===== src/verilog/matrix_pkg.sv =====
package matrix_pkg;

    localparam int ELEM_W = 4;                   // Signed input element width
    localparam int RES_W  = 9;                   // Fits a sum of two 4b x 4b products

    typedef logic signed [ELEM_W-1:0] elem_t;    // One input element
    typedef logic signed [RES_W-1:0]  res_t;     // One widened result element

    // Row-major 2x2 input matrix, m11 in the top bits
    typedef struct packed {
        elem_t m11;                              // Top left
        elem_t m12;                              // Top right
        elem_t m21;                              // Bottom left
        elem_t m22;                              // Bottom right
    } mat_in_t;

    // Same layout at result width
    typedef struct packed {
        res_t m11;
        res_t m12;
        res_t m21;
        res_t m22;
    } mat_out_t;

    typedef enum logic [2:0] {
        OP_ADD       = 3'd0,                     // A + B
        OP_SUB       = 3'd1,                     // A - B
        OP_SCALE     = 3'd2,                     // scalar * A
        OP_MUL       = 3'd3,                     // A x B
        OP_TRANSPOSE = 3'd4,                     // A with m12/m21 swapped
        OP_ADJ       = 3'd5,                     // Adjugate, zero if singular
        OP_DET       = 3'd6                      // Determinant only, zero matrix
    } op_t;

    // All element-wise candidates side by side
    typedef struct packed {
        mat_out_t sum;                           // A + B
        mat_out_t diff;                          // A - B
        mat_out_t scaled;                        // scalar * A
    } ew_results_t;

    // Sign-extend one element to result width
    function automatic res_t widen(input elem_t e);
        res_t w;
        w = e;                                   // Signed source, so sign extends
        return w;
    endfunction

    // Sign-extend a whole matrix
    function automatic mat_out_t widen_mat(input mat_in_t m);
        mat_out_t w;
        w.m11 = widen(m.m11);
        w.m12 = widen(m.m12);
        w.m21 = widen(m.m21);
        w.m22 = widen(m.m22);
        return w;
    endfunction

endpackage

===== src/verilog/matrix_alu.sv =====
`timescale 1ns/1ps

module matrix_alu
    import matrix_pkg::*;
(
    input  logic     clk,
    input  logic     reset,                      // Sync, active high
    input  logic     start,                      // Strobe, inputs sampled here
    input  op_t      op,                         // Operation select
    input  mat_in_t  a,                          // Matrix A
    input  mat_in_t  b,                          // Matrix B
    input  elem_t    scalar,                     // Scale factor
    output mat_out_t result,                     // Result, one cycle after start
    output res_t     det,                        // Determinant of A
    output logic     singular,                   // A has zero determinant
    output logic     done                        // Result valid pulse
);

    ew_results_t ew;                             // Element-wise candidates
    mat_out_t    product;                        // Matrix product
    res_t        det_val;                        // Combinational determinant
    logic        is_singular;                    // Combinational singular flag
    mat_out_t    adj;                            // Combinational adjugate

    elementwise_unit u_ew (
        .a      (a),
        .b      (b),
        .scalar (scalar),
        .ew     (ew)
    );

    matmul_unit u_mul (
        .a       (a),
        .b       (b),
        .product (product)
    );

    det_adj_unit u_det (
        .a           (a),
        .det_val     (det_val),
        .is_singular (is_singular),
        .adj         (adj)
    );

    // Single register stage, all latency lives here
    result_select u_sel (
        .clk         (clk),
        .reset       (reset),
        .start       (start),
        .op          (op),
        .a           (a),
        .ew          (ew),
        .product     (product),
        .det_val     (det_val),
        .is_singular (is_singular),
        .adj         (adj),
        .result      (result),
        .det         (det),
        .singular    (singular),
        .done        (done)
    );

endmodule


===== src/verilog/result_select.sv =====
`timescale 1ns/1ps

module result_select
    import matrix_pkg::*;
(
    input  logic        clk,
    input  logic        reset,                   // Sync, active high
    input  logic        start,                   // One-cycle request strobe
    input  op_t         op,                      // Operation for this start
    input  mat_in_t     a,                       // Raw A for transpose
    input  ew_results_t ew,                      // Sum, diff, scaled
    input  mat_out_t    product,                 // A x B
    input  res_t        det_val,                 // Determinant of A
    input  logic        is_singular,             // det_val == 0
    input  mat_out_t    adj,                     // Adjugate of A
    output mat_out_t    result,                  // Registered matrix result
    output res_t        det,                     // Registered determinant
    output logic        singular,                // Registered singular flag
    output logic        done                     // High the cycle after start
);

    mat_out_t a_w;                               // Widened A
    mat_out_t a_t;                               // Transposed A
    mat_out_t sel;                               // Result chosen by op

    // Transpose is pure routing, no unit needed
    always_comb begin
        a_w     = widen_mat(a);
        a_t     = a_w;
        a_t.m12 = a_w.m21;                       // Swap off-diagonal
        a_t.m21 = a_w.m12;
    end

    // Only place the op code is decoded
    always_comb begin
        case (op)
            OP_ADD:       sel = ew.sum;
            OP_SUB:       sel = ew.diff;
            OP_SCALE:     sel = ew.scaled;
            OP_MUL:       sel = product;
            OP_TRANSPOSE: sel = a_t;
            OP_ADJ:       sel = adj;
            default:      sel = '0;              // OP_DET and unused code
        endcase
    end

    // Done follows start by one cycle, back-to-back keeps it high
    always_ff @(posedge clk) begin
        if (reset) begin
            done <= 1'b0;
        end else begin
            done <= start;
        end
    end

    // Output registers load only on start, hold otherwise
    always_ff @(posedge clk) begin
        if (reset) begin
            result   <= '0;
            det      <= '0;
            singular <= 1'b0;
        end else if (start) begin
            result   <= sel;
            det      <= det_val;                 // Updated whatever the op
            singular <= is_singular;
        end
    end

endmodule


===== src/verilog/det_adj_unit.sv =====
`timescale 1ns/1ps

module det_adj_unit
    import matrix_pkg::*;
(
    input  mat_in_t  a,                          // Source matrix
    output res_t     det_val,                    // m11*m22 - m12*m21
    output logic     is_singular,                // Determinant is zero
    output mat_out_t adj                         // Adjugate, zeroed when singular
);

    mat_out_t a_w;                               // Widened A
    res_t     diag;                              // Main diagonal product
    res_t     anti;                              // Anti diagonal product

    always_comb begin
        a_w  = widen_mat(a);
        diag = a_w.m11 * a_w.m22;
        anti = a_w.m12 * a_w.m21;
    end

    // Range -120..120, well inside RES_W
    assign det_val     = diag - anti;
    assign is_singular = (det_val == '0);

    // Swap diagonal, negate off-diagonal
    // No inverse exists for a singular A, so report zeros instead
    always_comb begin
        if (is_singular) begin
            adj = '0;                            // Nothing to invert
        end else begin
            adj.m11 = a_w.m22;
            adj.m12 = -a_w.m12;                  // -(-8) = 8 fits after widening
            adj.m21 = -a_w.m21;
            adj.m22 = a_w.m11;
        end
    end

endmodule


===== src/verilog/matmul_unit.sv =====
`timescale 1ns/1ps

module matmul_unit
    import matrix_pkg::*;
(
    input  mat_in_t  a,                          // Left operand
    input  mat_in_t  b,                          // Right operand
    output mat_out_t product                     // A x B
);

    mat_out_t a_w;                               // Widened A
    mat_out_t b_w;                               // Widened B

    always_comb begin
        a_w = widen_mat(a);
        b_w = widen_mat(b);
    end

    // Row of A dot column of B
    // Worst case 64 + 64 = 128, inside the 9-bit signed range
    always_comb begin
        product.m11 = a_w.m11 * b_w.m11          // Row 1, col 1
                    + a_w.m12 * b_w.m21;
        product.m12 = a_w.m11 * b_w.m12          // Row 1, col 2
                    + a_w.m12 * b_w.m22;
        product.m21 = a_w.m21 * b_w.m11          // Row 2, col 1
                    + a_w.m22 * b_w.m21;
        product.m22 = a_w.m21 * b_w.m12          // Row 2, col 2
                    + a_w.m22 * b_w.m22;
    end

endmodule


===== src/verilog/elementwise_unit.sv =====
`timescale 1ns/1ps

module elementwise_unit
    import matrix_pkg::*;
(
    input  mat_in_t     a,                       // Matrix A
    input  mat_in_t     b,                       // Matrix B
    input  elem_t       scalar,                  // Scale factor for A
    output ew_results_t ew                       // Sum, difference, scaled A
);

    mat_out_t a_w;                               // A at result width
    mat_out_t b_w;                               // B at result width
    res_t     s_w;                               // Scalar at result width

    // Widen first so nothing wraps
    always_comb begin
        a_w = widen_mat(a);
        b_w = widen_mat(b);
        s_w = widen(scalar);
    end

    // All three ops in parallel, result_select picks one
    always_comb begin
        ew.sum.m11    = a_w.m11 + b_w.m11;       // Range -16..14
        ew.sum.m12    = a_w.m12 + b_w.m12;
        ew.sum.m21    = a_w.m21 + b_w.m21;
        ew.sum.m22    = a_w.m22 + b_w.m22;

        ew.diff.m11   = a_w.m11 - b_w.m11;       // Range -15..15
        ew.diff.m12   = a_w.m12 - b_w.m12;
        ew.diff.m21   = a_w.m21 - b_w.m21;
        ew.diff.m22   = a_w.m22 - b_w.m22;

        // -8 * -8 = 64 is the largest magnitude
        ew.scaled.m11 = s_w * a_w.m11;
        ew.scaled.m12 = s_w * a_w.m12;
        ew.scaled.m21 = s_w * a_w.m21;
        ew.scaled.m22 = s_w * a_w.m22;
    end

endmodule


===== config.mk =====
export PLATFORM = sky130hd
export DESIGN_NAME = matrix_alu
export DESIGN_NICKNAME = d
export VERILOG_FILES = /design/src/verilog/matrix_pkg.sv /design/src/verilog/matrix_alu.sv /design/src/verilog/result_select.sv /design/src/verilog/det_adj_unit.sv /design/src/verilog/matmul_unit.sv /design/src/verilog/elementwise_unit.sv
export SDC_FILE = /design/constraint.sdc
export NUM_CORES = 1
export LEC_CHECK = 0
export BUFFER_PORTS_ARGS = -buffer_cell sky130_fd_sc_hd__buf_2
export CELL_PAD_IN_SITES_DETAIL_PLACEMENT = 1
export CELL_PAD_IN_SITES_GLOBAL_PLACEMENT = 2
export CORE_UTILIZATION = 36
export CTS_CLUSTER_SIZE = 20
export DETAILED_ROUTE_END_ITERATION = 8
export PLACE_DENSITY_LB_ADDON = 0.1
export SYNTH_ARGS = -nofsm -noshare
export SYNTH_HDL_FRONTEND = slang
export SYNTH_SLANG_ARGS = --single-unit

===== constraint.sdc =====
create_clock -name clk -period 9.1 [get_ports clk]
set_input_delay 1.82 -clock clk [delete_from_list [all_inputs] [get_ports clk]]
set_output_delay 1.82 -clock clk [all_outputs]
set_load 0.01 [all_outputs]

==> flow_summary_export.csv <==
group,metric,value,unit
critical_path,worstPathCellList,"buf_2 -> clkinv_1 -> nand2_1 -> fa_1 -> fa_1 -> inv_1 -> fa_1 -> ha_1 -> fa_1 -> a21o_1 -> a21oi_1 -> xnor2_1 -> ha_1 -> nand2b_1 -> nor4_1 -> a2111o_1 -> a2111oi_4 -> a31oi_4 -> buf_4 -> a221oi_1 -> a211oi_1",
drt,viasPerCell,5.39,
clock_network,cts.path.max_buffers,2,
sta,rsz0062_at_grt,"false",
logic_synthesis,netlist_area,0.0129,sq mm
power_and_ir_drop,power.density,180,mW/mm^2
global_routing,grtUsageTotal,25.0,%
critical_path,critPathMaxFanout,20,
sta,tns,0,ns
critical_path,cp-end-kind,"flop",
clock_network,hold_buffers,0,
logic_synthesis,synth-edff-count,0,
critical_path,critPathMaxStageDelay,0.50,ns
drt,finalWirelength,44300,um
critical_path,path_class,"input port to flop",
critical_path,reg2reg_to,"u_sel.result[3]",
die,core-area,0.0355,sq mm
sta,setup_ws,1.61,ns
min_path,worst_hold_startpoint,"u_sel.det[5]",
job,drv_cap,0,
min_path,hold_path.class,"flop to flop",
clock_network,cts.sinks,47,
placement,hpwl,36300,um
min_path,holdPathEnd,"u_sel.det[5]",
die,design.portCount,89,
critical_path,critPathSlowestCell,"fa_1",
final_layout,final_util,39.5,%
logic_synthesis,ys_seq_area_share,7.27,%
logic_synthesis,synth-seq-cells,47,
logic_synthesis,synthTopCellsByArea,"ha_1 24%, fa_1 22%, dfxtp_1 7.3%",
sta,finalSetupViolCount,0,
logic_synthesis,syn-num-nets,1949,
placement,globalplace.congestion,0.848,
clock_network,htreeDepth,2,
clock_network,cts_made_buffers,5,
critical_path,reg2reg_from,"u_sel.result[3]",
sta,fin_crit_sh,82.4,%
critical_path,path_common_cell,"fa_1",
drt,drcViolationCount,0,
clock_network,insertion_delay,0.31,ns
final_layout,drive_gt1_share,7.56,%
sta,relSlewSlack,26.7,%
min_path,min_path_cells,2,
drt,drtAntennaViolNets,0,
power_and_ir_drop,fin_total_pwr,2.52,mW
global_routing,grt_pass1_vias,11800,
placement,port_buffers,88,
logic_synthesis,yosysUniqueCellTypes,58,
drt,vias,11000,
logic_synthesis,synth_area_leader_cell,"ha_1",
critical_path,worstPathRequired,9.25,ns
sta,drv_slew,0,
sta,tightestPinTransition,1.10,ns
clock_network,clk_pin_slew,0.08,ns
power_and_ir_drop,vdd_drop_max,0.155,mV
global_routing,grt-ovfl-total,0,
logic_synthesis,syn_inst,1520,
final_layout,nets,2003,
critical_path,r2r_cells,4,
critical_path,crit_family,"adder cells",
logic_synthesis,synthArstFlopShare,0,%
logic_synthesis,synth_top_flop_cell,"dfxtp_1",
die,die_x,192,um
clock_network,post_cts_buffers,0,
sta,fmax,133,MHz
sta,min_period,7.49,ns
critical_path,critPathArrivalTime,7.64,ns
die,rows,69,
drt,drt-initial-drc-count,544,
die,initial_core_util,36.5,%
sta,fin_skew,0,ns
die,die_area,0.0367,sq mm
sta,finalHoldViolations,0,
logic_synthesis,synth.most_common_cell,"ha_1",
clock_network,cts-root-buf,"clkbuf_16",
die,die_h,192,um
logic_synthesis,netlist_top_cells_count,"248 x ha_1, 214 x inv_1, 165 x nand2_1",
final_layout,syn_to_final_growth,8.40,%
global_routing,grt_pass1_wl,69100,um
drt,wl_per_cell,21.7,um
logic_synthesis,yosys_warnings,0,
clock_network,cts_tree,"done",
critical_path,reg2reg_slack,7.74,ns
critical_path,critPathBufInv,4,
logic_synthesis,netlist.area_leader.share,24.0,%
placement,place_ws,1.32,ns
critical_path,start_kind,"input port",
clock_network,cts_resized,0,
global_routing,grt_max_degree,48,
logic_synthesis,postSynthAreaPerCell,8.51,sq um
drt,dr.pass1.iters,5,
outcome,status,"completed",
global_routing,antenna_found_initial,0,
power_and_ir_drop,power.leakage,7.31,nW
[cell usage in the layout, fill, tap and decap left out, types with 12 or more instances in the layout]
cell      synthesis  final
ha_1            248    248
inv_1           214    213
nand2_1         165    165
fa_1            139    139
buf_2             1     88
xnor2_1          86     86
a21oi_1          79     79
nor2_1           66     66
and2_1           55     55
o21ai_0          51     51
xor2_1           51     51
dfxtp_1          47     47
a21o_1           43     43
a221oi_1         43     43
nand2b_1         32     32
a211oi_1         22     22
buf_4             0     14
nor2b_1          12     12
[kinds of logic (layout without fill, tap and decap cells)]
kind of cell	after synthesis	count (layout)	synth area share, %
adders and majority gates	387	387	45.5
and+or+nand+nor	357	357	12.7
AOI/OAI and AO/OA	309	309	16.5
buffers and inverters	273	328	7.99
xor gates and xnor gates	137	137	9.28
DFF	47	47	7.27
muxes	10	10	0.774
other	0	1	0
[cell type report]
type	instances	area, sq um
Timing Repair Buffer	102	546
Tap cell	461	577
Clock buffer	6	139
Inverter	218	818
Multi-Input combinational cell	1200	11000
Clock inverter	2	38.8
Sequential cell	47	941
Antenna cell	1	2.50
Fill cell	4294	21500
[per-layer routing]
layer / wire, um / part of all wire [%] / global-route usage (%)
met1: 20600 / 47 / 33.9
met2: 21200 / 48 / 43.3
met3: 1440 / 3.2 / 1.63
met4: 956 / 2.2 / 5.37
met5: 0 / 0 / 0
[stage by stage]
step | instance area [sq um] | hold slack [ns] | cells
6_report | 14000 | 0.470 | 2037
5_1_grt | 14000 | 0.491 | 2036
4_1_cts | 14000 | 0.471 | 2036
3_5_place_dp | 13800 | 0.458 | 2028
3_3_place_gp | 13800 | 0.454 | 2028
2_1_floorplan | 12900 | 0.490 | 1520
[sequential cells by signal (all words and copies together), names as in the netlist]
| register | flops |
|---|---|
| u_sel.result | 36 |
| u_sel.det | 9 |
| u_sel.done | 1 |
| u_sel.singular | 1 |
[tightest hold or removal path: cells and delay by family (launching register included)]
family | cells | cell delay, ns
DFF | 1 | 0.31
and+or+nand+nor | 1 | 0.06
AOI/OAI and AO/OA | 1 | 0.05
[power by group]
part	total, mW	internal (mW)	switching [mW]
Combinational	2.03	0.818	1.21
Clock	0.243	0.139	0.104
Sequential	0.249	0.231	0.0178
Total	2.52	1.19	1.33
[worst max path at each step]
stage | startpoint | to | slack, ns | depth (start not counted)
after floorplan | a[3] | u_sel.result[12] | 2.15 | 21
after global placement | a[12] | u_sel.result[12] | 1.44 | 21
after detailed placement | a[12] | u_sel.result[12] | 1.32 | 21
after CTS | a[12] | u_sel.result[12] | 1.59 | 21
after global routing | a[12] | u_sel.result[8] | 1.37 | 20
final | a[12] | u_sel.result[12] | 1.61 | 21
No activity file was read; power rests on OpenSTA's default activity.
